===== config.mk =====
export PLATFORM = sky130hd
export DESIGN_NAME = d2h_fis_tagger
export DESIGN_NICKNAME = d
export VERILOG_FILES = /design/src/hdl/sata_tl_pkg.sv /design/src/hdl/d2h_fis_tagger.sv
export SDC_FILE = /design/constraint.sdc
export NUM_CORES = 1
export LEC_CHECK = 0
export BUFFER_PORTS_ARGS = -buffer_cell sky130_fd_sc_hd__buf_2
export CAP_MARGIN = 30
export CORE_AREA = 2 2 39 41
export CTS_BUF_LIST = sky130_fd_sc_hd__clkbuf_8
export DETAILED_ROUTE_END_ITERATION = 16
export DIE_AREA = 0 0 41 43
export GPL_TIMING_DRIVEN = 0
export SYNTH_ARGS = -nofsm -noshare
export SYNTH_HDL_FRONTEND = slang
export SYNTH_SLANG_ARGS = --single-unit

===== constraint.sdc =====
create_clock -name clk -period 2.6 [get_ports clk]
set_input_delay 0.52 -clock clk [delete_from_list [all_inputs] [get_ports clk]]
set_output_delay 0.52 -clock clk [all_outputs]
set_load 0.005 [all_outputs]

===== src/hdl/sata_tl_pkg.sv =====
`default_nettype none

package sata_tl_pkg;

    // payload widths shared by both directions
    typedef logic [31:0] dword_t;     // one sata dword
    typedef logic [1:0]  dmask_t;     // halfword enables, normally 2'b11
    typedef logic [1:0]  fis_type_t;  // type tag, codes differ per direction

    // one fifo entry: {type, mask, dword}
    typedef logic [$bits(fis_type_t)+$bits(dmask_t)+$bits(dword_t)-1:0] fifo_word_t;

    // host -> device type codes
    localparam fis_type_t H2D_DATA = 2'd0;  // fis body dword
    localparam fis_type_t H2D_HEAD = 2'd1;  // first dword of a fis
    localparam fis_type_t H2D_LAST = 2'd2;  // final dword of a fis

    // device -> host type codes
    localparam fis_type_t D2H_DATA = 2'd0;  // fis body dword
    localparam fis_type_t D2H_HEAD = 2'd1;  // first dword of a fis
    localparam fis_type_t D2H_OK   = 2'd2;  // status entry, clean end
    localparam fis_type_t D2H_ERR  = 2'd3;  // status entry, invalidated fis

    // reported speed once the link is up
    localparam logic [1:0] PHY_SPEED_GEN2 = 2'd2;

    // Fill margins. The h2d and busy margins count down from the FIFO depth,
    // the many level counts up from empty.
    localparam int H2D_READY_MARGIN = 8;   // room left when h2d_ready drops
    localparam int D2H_MANY_LEVEL   = 8;   // entries needed for d2h_many
    localparam int D2H_BUSY_MARGIN  = 64;  // room left when link is throttled

endpackage

`default_nettype wire


===== src/hdl/d2h_fis_tagger.sv =====
`timescale 1ns/1ps
`default_nettype none

module d2h_fis_tagger
    import sata_tl_pkg::*;
#(
    parameter int FIFO_ADDR_WIDTH = 9   // d2h fifo depth is 2**FIFO_ADDR_WIDTH
) (
    input  logic                     clk,
    input  logic                     rst,              // also pulsed by software stop
    input  logic                     ll_rx_valid,      // one received dword
    input  logic                     incom_start,      // strobe, new incoming fis
    input  logic                     incom_done,       // strobe, clean end
    input  logic                     incom_invalidate, // strobe, bad end
    input  logic [FIFO_ADDR_WIDTH:0] fill,             // d2h fifo fill
    output logic                     d2h_wr,           // push into d2h fifo
    output fis_type_t                d2h_tag,          // type of the pushed word
    output logic                     ll_rx_busy,       // ask link to throttle
    output logic                     d2h_many          // several dwords ready
);

    localparam int DEPTH = 1 << FIFO_ADDR_WIDTH;

    localparam logic [FIFO_ADDR_WIDTH:0] BUSY_LEVEL =
        (FIFO_ADDR_WIDTH+1)'(DEPTH - D2H_BUSY_MARGIN);
    localparam logic [FIFO_ADDR_WIDTH:0] MANY_LEVEL =
        (FIFO_ADDR_WIDTH+1)'(D2H_MANY_LEVEL);

    logic invalidate_r;  // lets the last dword of a bad fis through first
    logic fis_end;       // end of fis seen, ok or err
    logic status_push;   // one extra entry carrying the end status

    assign fis_end = incom_done || invalidate_r;

    always_ff @(posedge clk) begin
        if (rst) begin
            invalidate_r <= 1'b0;
        end else begin
            invalidate_r <= incom_invalidate;
        end
    end

    // tag for the next word: head first, data after, status at the end
    always_ff @(posedge clk) begin
        if (rst || incom_start) begin
            d2h_tag <= D2H_HEAD;
        end else if (ll_rx_valid) begin
            d2h_tag <= D2H_DATA;
        end else if (fis_end) begin
            d2h_tag <= invalidate_r ? D2H_ERR : D2H_OK;
        end
    end

    // only after data, so a repeated end strobe pushes nothing
    always_ff @(posedge clk) begin
        if (rst) begin
            status_push <= 1'b0;
        end else begin
            status_push <= fis_end && (d2h_tag == D2H_DATA);
        end
    end

    // status entry carries whatever is on the rx bus, host ignores it
    assign d2h_wr = ll_rx_valid || status_push;

    // fill flags, combinational from the registered fill
    assign ll_rx_busy = fill >= BUSY_LEVEL;
    assign d2h_many   = fill >= MANY_LEVEL;

    // a start strobe tags the following word, never one on the same cycle
    a_start_not_data: assert property (
        @(posedge clk) disable iff (rst)
        !(incom_start && ll_rx_valid)
    ) else $error("d2h_fis_tagger: incom_start with ll_rx_valid");

endmodule

`default_nettype wire


=== After elaboration in Yosys (flattened, before gate mapping) ===
Cells that the tools add are included.

* Register bits: 4
* Bits of input ports: 16
* Output and inout port bits: 5
* Logic and storage cells: 16

* $lt $le $gt $ge: 2
* Muxes and demuxes: 3
* Reductions and logical operators: 7

{| class="wikitable"
|+ Operators with widths
! cell !! count
|-
| $ge 10x4->1 const B || 1
|-
| $ge 10x9->1 const B || 1
|-
| $logic_or 1x1->1 || 3
|-
| $mux 1 || 3
|-
| $logic_not 2->1 || 1
|-
| $reduce_bool 2->1 || 1
|-
| $reduce_or 2->1 || 1
|-
| $logic_and 1x1->1 || 1
|}

=== Depth between registers and ports, before layout ===
* Depth after elaboration: 3
* Depth in mapped cells: 2
* Gate-level depth less buffers: 2

=== Worst setup path before layout ===
Ideal clock, no wire load.

* Path type: input-to-output
* From: input port fill[6]
* To: output port d2h_many
* Arrival time: 0.849 ns
* Data required time: 2.080 ns
* Path slack: 1.231 ns
* Stages on the path: 2
* Path buffers: 0
* Cell sequence: nor4_1 > nand2_1

* Word-level cells in the longest chain between the ends: 1

{| class="wikitable"
|+ RTL lines
! element !! line !! RTL
|-
| from (decl) || d2h_fis_tagger.sv:15 || <nowiki>input logic [FIFO_ADDR_WIDTH:0] fill,</nowiki>
|-
| $ge 10x4->1 || d2h_fis_tagger.sv:68 || <nowiki>assign d2h_many = fill >= MANY_LEVEL;</nowiki>
|-
| to (decl) || d2h_fis_tagger.sv:19 || <nowiki>output logic d2h_many</nowiki>
|}

Every way passes these cells.

=== Worst setup path after layout ===
Same ends and word-level chain as after synthesis.

==> flow_summary.yaml <==
detailed_routing:
  drt_first_pass_iters: 1
  wire_per_inst_um: 7.77
  vias: 192
  drt-vias-per-instance: 3.62
  drt_wl_total_um: 412
  ant_nets: 0
  drtIter0Drc: 0
  drc: 0
worst_setup_path:
  cp_num_cells: 4
  cp-startpoint: "fill[6]"
  cp.buffers_inverters: 2
  crit_slowest_cell: "nor4_1"
  startpoint_type: "input port"
  r2r_setup_slack_ps: 1570
  reg2reg_from: "d2h_tag[0]"
  worstPathRequired_ps: 2080
  crit_family: "simple AND/OR/NAND/NOR gates"
  cp_max_fo: 2
  end_kind: "output port"
  cp-endpoint: "d2h_many"
  slowest_delay_ps: 270
  reg2reg_depth: 2
  crit_chain: "buf_2 > nor4_1 > nand2_1 > buf_2"
  crit_path_frequent_cell: "buf_2"
  worstPathArrival_ps: 1090
  regToRegEndpoint: "d2h_tag[0]"
  crit_type: "input port to output port"
floorplanning:
  rows: 14
  die_area_um2: 1760
  core_area_um2: 1380
  ios: 21
  die_y_um: 43
  die_x_um: 41
  initial_utilization: 0.115
sta:
  tns_ps: 0
  drv_slew: 0
  setup-violations-final: 0
  finalCriticalPeriod_ps: 1610
  max_freq_ghz: 0.622
  rsz0062_at_grt: "false"
  finClkSkew_ps: 2.15
  worst_pin_slew_ps: 228
  hold_violations: 0
  relSlewSlack: 0.846
  finalCritPeriodShare: 0.618
global_route:
  grt_overflow_total: 0
  antenna_found_initial: 0
  grtUsageTotal: 0.0742
  grt_pass1_vias: 189
  grt_pass1_wl_um: 745
  grt_start_max_net_pins: 5
synthesis:
  synthesis.nets: 33
  syn_area_um2: 159
  synthTopCellsByArea: "dfxtp_1 50%, nor4_1 12%, nor2b_1 7.9%, nor3_1 6.3%, a31o_2 5.5%"
  synth_top_area_frac: 0.504
  synth_seq_area_share: 0.504
  synth_seq_cells: 4
  synth_top_cell_by_area: "dfxtp_1"
  avgSynthCellArea_um2: 9.35
  yosysUniqueCellTypes: 10
  syn-instance-count: 17
  ys.warnings.count: 0
power_and_ir_drop:
  p_per_area_nw_per_um2: 698
  p_switching_mw: 0.0372
  cellLeakagePower_nw: 0.140
  power_frac_seq: 0.310
  p_int_mw: 0.176
  pwr-share-clk: 0.589
  ir_worst_vdd_mv: 0.247
  comb_power_share: 0.101
  finalPower_mw: 0.213
  switching_share: 0.175
clock_network:
  clock-root-buffer: "clkbuf_8"
  h-tree-depth: 1
  post_cts_buffers: 0
  ctsResizeCount: 0
  clkTransAtPathRegs_ps: 30
  cts_hold_buf: 0
  clkLatencyLatePin_ps: 210
  cts_buffer_depth: 2
  numCtsBuffers: 3
  clock-sinks: 4
  tritoncts: "yes"
cells_and_area:
  syn_to_final_growth_pct: 92.1
  drive_above_1_share: 0.595
  diodes: 0
  layout.nets: 55
place:
  place.gp.congestion: 0.615
  io_buffers: 17
status:
  status: "finished, final reports clean"
worst_hold_path:
  holdCritPathClass: "register to register"
  hold-path-cell-count: 1
job:
  maxCapViolCount: 0
[layout by cell type (no fill, tap or decap), types with 2 or more instances in the layout]
master    count
buf_2        17
clkbuf_8      3
dfxtp_1       4
nor4_1        3
nor3_1        2
nor2b_1       2
[kinds of logic after synthesis]
logic type	count (synthesis)	synth area share
AO/OA/AOI/OAI	1	0.0551
flip-flops	4	0.504
AND/OR/NAND/NOR	12	0.441
[layout make-up]
type,instances,area [um^2]
fill,167,1080
sequential,4,80.1
tap,16,20.0
timing repair buffer,17,85.1
multi-input combinational,13,78.8
clock buffer,3,41.3
[power groups by stage]
stage	combinational, mW	clock (mW)	sequential (mW)
after CTS	0.0218	0.131	0.0661
after global routing	0.0248	0.138	0.0665
after global placement	0.0211	0	0.0669
after detailed placement	0.0218	0	0.0669
after floorplan	0.00662	0	0.0669
final	0.0216	0.125	0.0661
[synthesized netlist by cell type]
master and count:
a31o_2 1, nor2_1 1, or4_1 1, nor3b_1 1, or2_2 1, nor4_1 3
dfxtp_1 4, nor2b_1 2, nand2_1 1, nor3_1 2
[worst min path at each step]
stage | startpoint | endpoint | slack, ps
after detailed placement | d2h_tag[1] | status_push | 440
after global placement | d2h_tag[0] | status_push | 430
final | d2h_tag[0] | status_push | 440
after floorplan | d2h_tag[0] | status_push | 430
after global routing | d2h_tag[0] | status_push | 470
after CTS | d2h_tag[1] | status_push | 440
[layer usage]
layer | GRT usage | vias up | share of wire
met5 | 0 | - | 0
met4 | 0.0600 | 0 | 0
met3 | 0.0942 | 0 | 0.13
met2 | 0.0813 | 9 | 0.46
met1 | 0.0673 | 78 | 0.41
li1 | - | 105 | -
[worst reg2reg max path, delay by kind of cell, from the launching register on]
family           cells  cell delay [ps]
flip-flops           1              310
AND/OR/NAND/NOR      2              600
[per-stage QoR]
step           utilization  area [um^2]  hold WS [ps]  cells  setup WS [ps]
2_1_floorplan            -          159           435     17           1230
3_3_place_gp         0.191          264           434     50           1000
3_5_place_dp         0.191          264           437     50           1000
4_1_cts              0.221          305           438     53            999
5_1_grt              0.221          305           466     53            828
6_report             0.221          305           437     53            992
[state kept, by name, indices dropped and copies added, names as in the netlist]
register / cells
d2h_tag: 2
invalidate_r: 1
status_push: 1
(Power assumes the default switching activity.)
