**src/hdl/sata_tl_pkg.sv**
```systemverilog
`default_nettype none

package sata_tl_pkg;

    // payload widths shared by both directions
    typedef logic [31:0] dword_t;     // one sata dword
    typedef logic [1:0]  dmask_t;     // halfword enables, normally 2'b11
    typedef logic [1:0]  fis_type_t;  // type tag, codes differ per direction

    // one fifo entry: {type, mask, dword}
    typedef logic [$bits(fis_type_t)+$bits(dmask_t)+$bits(dword_t)-1:0] fifo_word_t;

    // host -> device type codes
    localparam fis_type_t H2D_DATA = 2'd0;  // fis body dword
    localparam fis_type_t H2D_HEAD = 2'd1;  // first dword of a fis
    localparam fis_type_t H2D_LAST = 2'd2;  // final dword of a fis

    // device -> host type codes
    localparam fis_type_t D2H_DATA = 2'd0;  // fis body dword
    localparam fis_type_t D2H_HEAD = 2'd1;  // first dword of a fis
    localparam fis_type_t D2H_OK   = 2'd2;  // status entry, clean end
    localparam fis_type_t D2H_ERR  = 2'd3;  // status entry, invalidated fis

    // reported speed once the link is up
    localparam logic [1:0] PHY_SPEED_GEN2 = 2'd2;

    // Fill margins. The h2d and busy margins count down from the FIFO depth,
    // the many level counts up from empty.
    localparam int H2D_READY_MARGIN = 8;   // room left when h2d_ready drops
    localparam int D2H_MANY_LEVEL   = 8;   // entries needed for d2h_many
    localparam int D2H_BUSY_MARGIN  = 64;  // room left when link is throttled

endpackage

`default_nettype wire

```
**src/hdl/h2d_xmit_ctrl.sv**
```systemverilog
`timescale 1ns/1ps
`default_nettype none

module h2d_xmit_ctrl
    import sata_tl_pkg::*;
#(
    parameter int FIFO_ADDR_WIDTH    = 9,  // h2d fifo depth is 2**FIFO_ADDR_WIDTH
    parameter int BITS_TO_START_XMIT = 6   // early start once 2**this entries queued
) (
    input  logic                     clk,
    input  logic                     rst,        // also pulsed by software stop
    input  fis_type_t                h2d_type,   // type of the offered host word
    input  logic                     h2d_valid,
    input  logic [FIFO_ADDR_WIDTH:0] fill,       // h2d fifo fill
    input  logic                     frame_ack,  // link took the request
    output logic                     h2d_wr,     // push into h2d fifo
    output logic                     h2d_ready,
    output logic                     frame_req   // level, held until frame_ack
);

    localparam int DEPTH = 1 << FIFO_ADDR_WIDTH;

    // ready drops while there is still slack for a few words in flight
    localparam logic [FIFO_ADDR_WIDTH:0] READY_LIMIT =
        (FIFO_ADDR_WIDTH+1)'(DEPTH - H2D_READY_MARGIN);

    logic head_pending;  // head queued, request not yet raised
    logic head_wr;       // head dword accepted this cycle
    logic last_wr;       // last dword accepted this cycle
    logic early_start;   // enough queued to start before last arrives
    logic start_xmit;

    assign h2d_ready = fill < READY_LIMIT;          // straight from fill
    assign h2d_wr    = h2d_valid && h2d_ready;      // valid/ready handshake

    assign head_wr = h2d_wr && (h2d_type == H2D_HEAD);
    assign last_wr = h2d_wr && (h2d_type == H2D_LAST);

    // any bit at or above the threshold means fill >= 2**BITS_TO_START_XMIT
    assign early_start = |fill[FIFO_ADDR_WIDTH:BITS_TO_START_XMIT];

    assign start_xmit = head_pending && (last_wr || early_start);

    // one request per head; a raised request consumes the pending flag
    always_ff @(posedge clk) begin
        if (rst || frame_req) begin
            head_pending <= 1'b0;
        end else if (head_wr) begin
            head_pending <= 1'b1;
        end
    end

    // Ack wins over a new start: the pending flag is already gone by the
    // time the link answers, so nothing is lost by dropping the request.
    always_ff @(posedge clk) begin
        if (rst) begin
            frame_req <= 1'b0;
        end else if (frame_ack) begin
            frame_req <= 1'b0;          // falls the edge after ack
        end else if (start_xmit) begin
            frame_req <= 1'b1;          // rises the edge after the trigger
        end
    end

    // link side handshake, spans the request lifetime
    a_ack_in_req: assert property (
        @(posedge clk) disable iff (rst)
        frame_ack |-> frame_req
    ) else $error("h2d_xmit_ctrl: frame_ack without frame_req");

endmodule

`default_nettype wire

```
**config.mk**
```make
export PLATFORM = sky130hd
export DESIGN_NAME = h2d_xmit_ctrl
export DESIGN_NICKNAME = d
export VERILOG_FILES = /design/src/hdl/sata_tl_pkg.sv /design/src/hdl/h2d_xmit_ctrl.sv
export SDC_FILE = /design/constraint.sdc
export NUM_CORES = 1
export LEC_CHECK = 0
export BUFFER_PORTS_ARGS = -buffer_cell sky130_fd_sc_hd__buf_2
export CAP_MARGIN = 10
export CORE_AREA = 2 2 39 41
export CTS_BUF_LIST = sky130_fd_sc_hd__clkbuf_2
export CTS_CLUSTER_SIZE = 12
export DETAILED_ROUTE_END_ITERATION = 7
export DIE_AREA = 0 0 41 43
export GPL_TIMING_DRIVEN = 0
export HOLD_SLACK_MARGIN = 0.02
export SETUP_SLACK_MARGIN = 0.05
export SLEW_MARGIN = 30
export SYNTH_ARGS = -nofsm -noshare
export SYNTH_HDL_FRONTEND = slang
export SYNTH_SLANG_ARGS = --single-unit
```
**constraint.sdc**
```tcl
create_clock -name clk -period 1.65 [get_ports clk]
set_clock_uncertainty 0.05 [all_clocks]
set_input_delay 0.33 -clock clk [delete_from_list [all_inputs] [get_ports clk]]
set_output_delay 0.33 -clock clk [all_outputs]
set_load 0.01 [all_outputs]
```
== After elaboration in Yosys (flattened, before gate mapping) ==
Index checks and enable logic that the tools add are counted.

* Flip-flop bits (word level): 2
* Input port bits: 16
* Output and inout port bits: 3
* Word-level logic and storage cells: 13

* Magnitude comparators: 1
* Equal/unequal tests: 2
* Reduce and logical (&&, ||, !) cells: 8

{| class="wikitable"
|+ Operators by type and width
! kind !! count
|-
| less-than comparator 10 x 9 -> 1 bit, second input constant || 1
|-
| logical AND 1 bit || 4
|-
| OR reduction 4 bit || 1
|-
| == test 2 x 1 -> 1 bit, second input constant || 1
|-
| == test 2 bit, second input constant || 1
|-
| logical OR 1 bit || 2
|-
| OR reduction 2 bit || 1
|}

== Longest topological paths before layout ==
* Word-level depth: 5
* Depth in mapped cells: 3
* Depth with buffers taken out: 3

== Least setup slack after synthesis ==
OpenSTA, ideal clock, no wires.

* Path kind: register to register
* Start: register frame_req (netlist name)
* End: register frame_req
* Setup time: 0.119 ns
* Arrival time: 1.062 ns
* Data required time: 1.481 ns
* Slack: 0.419 ns
* Cell stages (with the launch flop): 4
* Path buffers: 0
* Period minus slack after synthesis: 1.231 ns
* Cells stage by stage: dfxtp_1 > or4_1 > nor3_1 > nor4_1

{| class="wikitable"
|+ RTL lines
! what !! RTL line !! text
|-
| to (signal assigned) || h2d_xmit_ctrl.sv:57 || <nowiki>frame_req <= 1'b0;</nowiki>
|-
| to (signal assigned) || h2d_xmit_ctrl.sv:59 || <nowiki>frame_req <= 1'b0;</nowiki>
|-
| to (signal assigned) || h2d_xmit_ctrl.sv:61 || <nowiki>frame_req <= 1'b1;</nowiki>
|-
| to (decl) || h2d_xmit_ctrl.sv:18 || <nowiki>output logic frame_req</nowiki>
|}

==> impl_table.tex <==
\begin{tabular}{lr}
\hline
Metric & Value \\
\hline
\multicolumn{2}{l}{\textbf{Clock network}} \\
Clk buf depth & 2 \\
Number of buffers inserted during clock tree synthesis & 3 \\
Clock tree from TritonCTS & yes \\
Clock-pin slew on the worst setup and hold paths & 0.03 ns \\
Number of setup buffers added after CTS & 0 \\
Quantity of gates resized following cts & 0 \\
Max H-tree Level & 1 \\
Hold\_buf cts & 0 \\
Later-pin clock latency in the skew report & 0.19 ns \\
Root cell of the clock tree & clkbuf\_2 \\
Clock sink count & 2 \\
\multicolumn{2}{l}{\textbf{Logic synthesis}} \\
Avg Cell Area, Syn & 7.29 um\^{}2 \\
Most frequent cells after synthesis & nor2\_1 (4), nand2\_1 (3), dfxtp\_1 (2), nor4bb\_1 (2) \\
Post-synthesis cell type with the largest combined area & dfxtp\_1 \\
Post-Synthesis Net Count & 33 \\
Number of synthesized flops with an enable pin & 0 \\
Most common cell in the netlist & nor2\_1 \\
Synthesis-stage register bit count & 2 \\
Synth area leaders & dfxtp\_1 (32\%), nor4bb\_1 (16\%), nor2\_1 (12\%) \\
Area share of the largest cell type after synthesis & 32.3\% \\
Post-synth cell types & 10 \\
Netlist Area Pre-Place & around 120 um\^{}2 \\
Sequential area share after synthesis & 32.3\% \\
Synth warnings & 0 \\
Cell count after synthesis & 17 \\
Dominant synthesized flop cell & dfxtp\_1 \\
Async S/R FF share, synth & 0\% \\
\multicolumn{2}{l}{\textbf{Detailed routing}} \\
Antenna Violating Nets Remaining & 0 \\
First drt pass iteration count & 5 \\
DRT iter0 DRCs & 2 \\
Number of DRC violations after detailed routing & 0 \\
Mean number of vias per cell & between 3 and 4 \\
Final wirelength & 412 um \\
WL per Instance & 8.08 um \\
Via count & between 150 and 200 \\
\multicolumn{2}{l}{\textbf{Placed design}} \\
Routability congestion estimate & between 0.6 and 0.7 \\
Port-buffer cells & 15 \\
Post-DP Area & 219 um\^{}2 \\
Post-detail-place hpwl & roughly 350 um \\
Placement-stage worst setup slack & $\sim$0.28 ns \\
\multicolumn{2}{l}{\textbf{Min path}} \\
Cell count of the worst hold path & 2 \\
Startpoint of the most critical hold path & frame\_ack \\
Worst hold-check path type & primary input to flip-flop \\
End point of the worst hold path & frame\_req \\
\multicolumn{2}{l}{\textbf{Timing}} \\
Unrepaired setup endpoints after global routing & false \\
Fin crit share & 76.9\% \\
Number of pins with negative max-slew slack in the final report & 0 \\
Slew margin rel. & 83.4\% \\
Number of failing hold endpoints at the final stage & 0 \\
Final WS setup & 0.382 ns \\
Setup Viol. Count Final & 0 \\
Transition time of the tightest slew-check pin & 0.245 ns \\
Upper clock frequency limit & 789 MHz \\
Min Tclk post-route & 1.27 ns \\
Setup TNS after final layout & 0 ns \\
Min Hold Slack & 0.256 ns \\
\multicolumn{2}{l}{\textbf{Floorplan}} \\
Number of top-level design ports & 19 \\
Total die area & around 1800 um\^{}2 \\
Core Box Area & around 1400 um\^{}2 \\
Initial standard-cell utilization of the core & 8.95\% \\
Die Y & 43 um \\
Chip Width & 41 um \\
Count of standard-cell rows & 14 \\
\multicolumn{2}{l}{\textbf{Critical path}} \\
Critical Path AT & $\sim$1.3 ns \\
Capturing point of the worst reg2reg path & frame\_req \\
Reg-to-reg setup timing slack & approximately 0.38 ns \\
Depth of the worst register-to-register path & 3 \\
Worst Path Required & approximately 1.7 ns \\
Biggest fanout along the worst timing path & 4 \\
Sort of element at the end of the critical path & flip-flop \\
Kind of critical path & flip-flop to flip-flop \\
Origin of the critical flop-to-flop path & frame\_req \\
Kind of start point of the critical path & flip-flop \\
\multicolumn{2}{l}{\textbf{Power}} \\
Leakage Power & 0.112 nW \\
Pwr Density & 663 nW/um\^{}2 \\
Overall power consumption & 0.000155 W \\
Peak supply drop & 159 uV \\
\multicolumn{2}{l}{\textbf{Finish}} \\
Final layout net count & 53 \\
Proportion of layout cells with a drive suffix above 1 & 51.4\% \\
Count of inserted antenna diode cells & 0 \\
Synthesis-to-finish area growth & 88.9\% \\
Total non-filler cell area in the finished layout & 234 um\^{}2 \\
\multicolumn{2}{l}{\textbf{Status}} \\
Status & complete, no violations \\
\multicolumn{2}{l}{\textbf{Global route}} \\
Number of antenna violations at the first check in global routing & 0 \\
Overall routing resource usage & 5.31\% \\
Vias in the first global route & 160 \\
Largest net degree at the start of global routing & 6 \\
Gr ovfl total & 0 \\
Wire length of the first global-routing pass & 579 um \\
\multicolumn{2}{l}{\textbf{Run}} \\
Number of maximum-capacitance constraint violations & 0 \\
\hline
\end{tabular}
power by group:
group,total [W],internal [W],switching [W]
clock,0.0000740,0.0000482,0.0000258
sequential,0.0000509,0.0000501,0.000000814
combinational,0.0000301,0.0000173,0.0000128
total,0.000155,0.000116,0.0000395
critical path: stages (launching register included):
cell and delay, ns:
dfxtp_1 0.32, or4_1 0.51, nor3_1 0.21, nor4_1 0.06
layout make-up:
cell class / instances / area, um^2
clock buffer: 3 / 15.0
fill: 163 / 1150
multi-input combinational: 15 / 83.8
sequential: 2 / 40.0
tap: 16 / 20.0
timing repair buffer: 15 / 75.1
per-layer routing:
metal  global-route usage (%)  share of wire, %  vias to the layer above
li1                         -                 -                      101
met1                     7.03                50                       69
met2                     5.00                32                       18
met3                     3.14                18                        0
met4                     6.00                 0                        0
met5                        0                 0                        -
cells by family (layout without fill, tap and decap cells):
kind of cell	count (synthesis)	count (layout)	share of synthesized area, %
flops	2	2	32.3
buf+inv	0	18	0
simple gates	14	14	63.6
compound gates	1	1	4.04
state kept, by name (all words and copies together), names as in the netlist:
register and count:
frame_req 1, head_pending 1
per-stage QoR:
step                utilization, %  instances
floorplan                        -         17
global placement              15.8         48
detailed placement            15.8         48
CTS                           16.9         51
global route                  16.9         51
finish                        16.9         51
how the worst max path moves through the flow:
stage                          from   endpoint  slack (ns)
after floorplan           frame_req  frame_req        0.42
after global placement      fill[8]  frame_req        0.29
after detailed placement    fill[8]  frame_req        0.28
after CTS                 frame_req  frame_req        0.37
after global routing        fill[6]  h2d_ready        0.32
final                     frame_req  frame_req        0.38
cells in the final DEF (no fill, tap or decap), drive strengths merged:
master   n
nor2     4
nor3     1
nor4     1
or4      1
nand2    3
o21ai    1
dfxtp    2
nor3b    1
clkbuf   3
buf     15
nand4    1
nor4bb   2
Note: power is estimated with default switching activity, not from simulation.
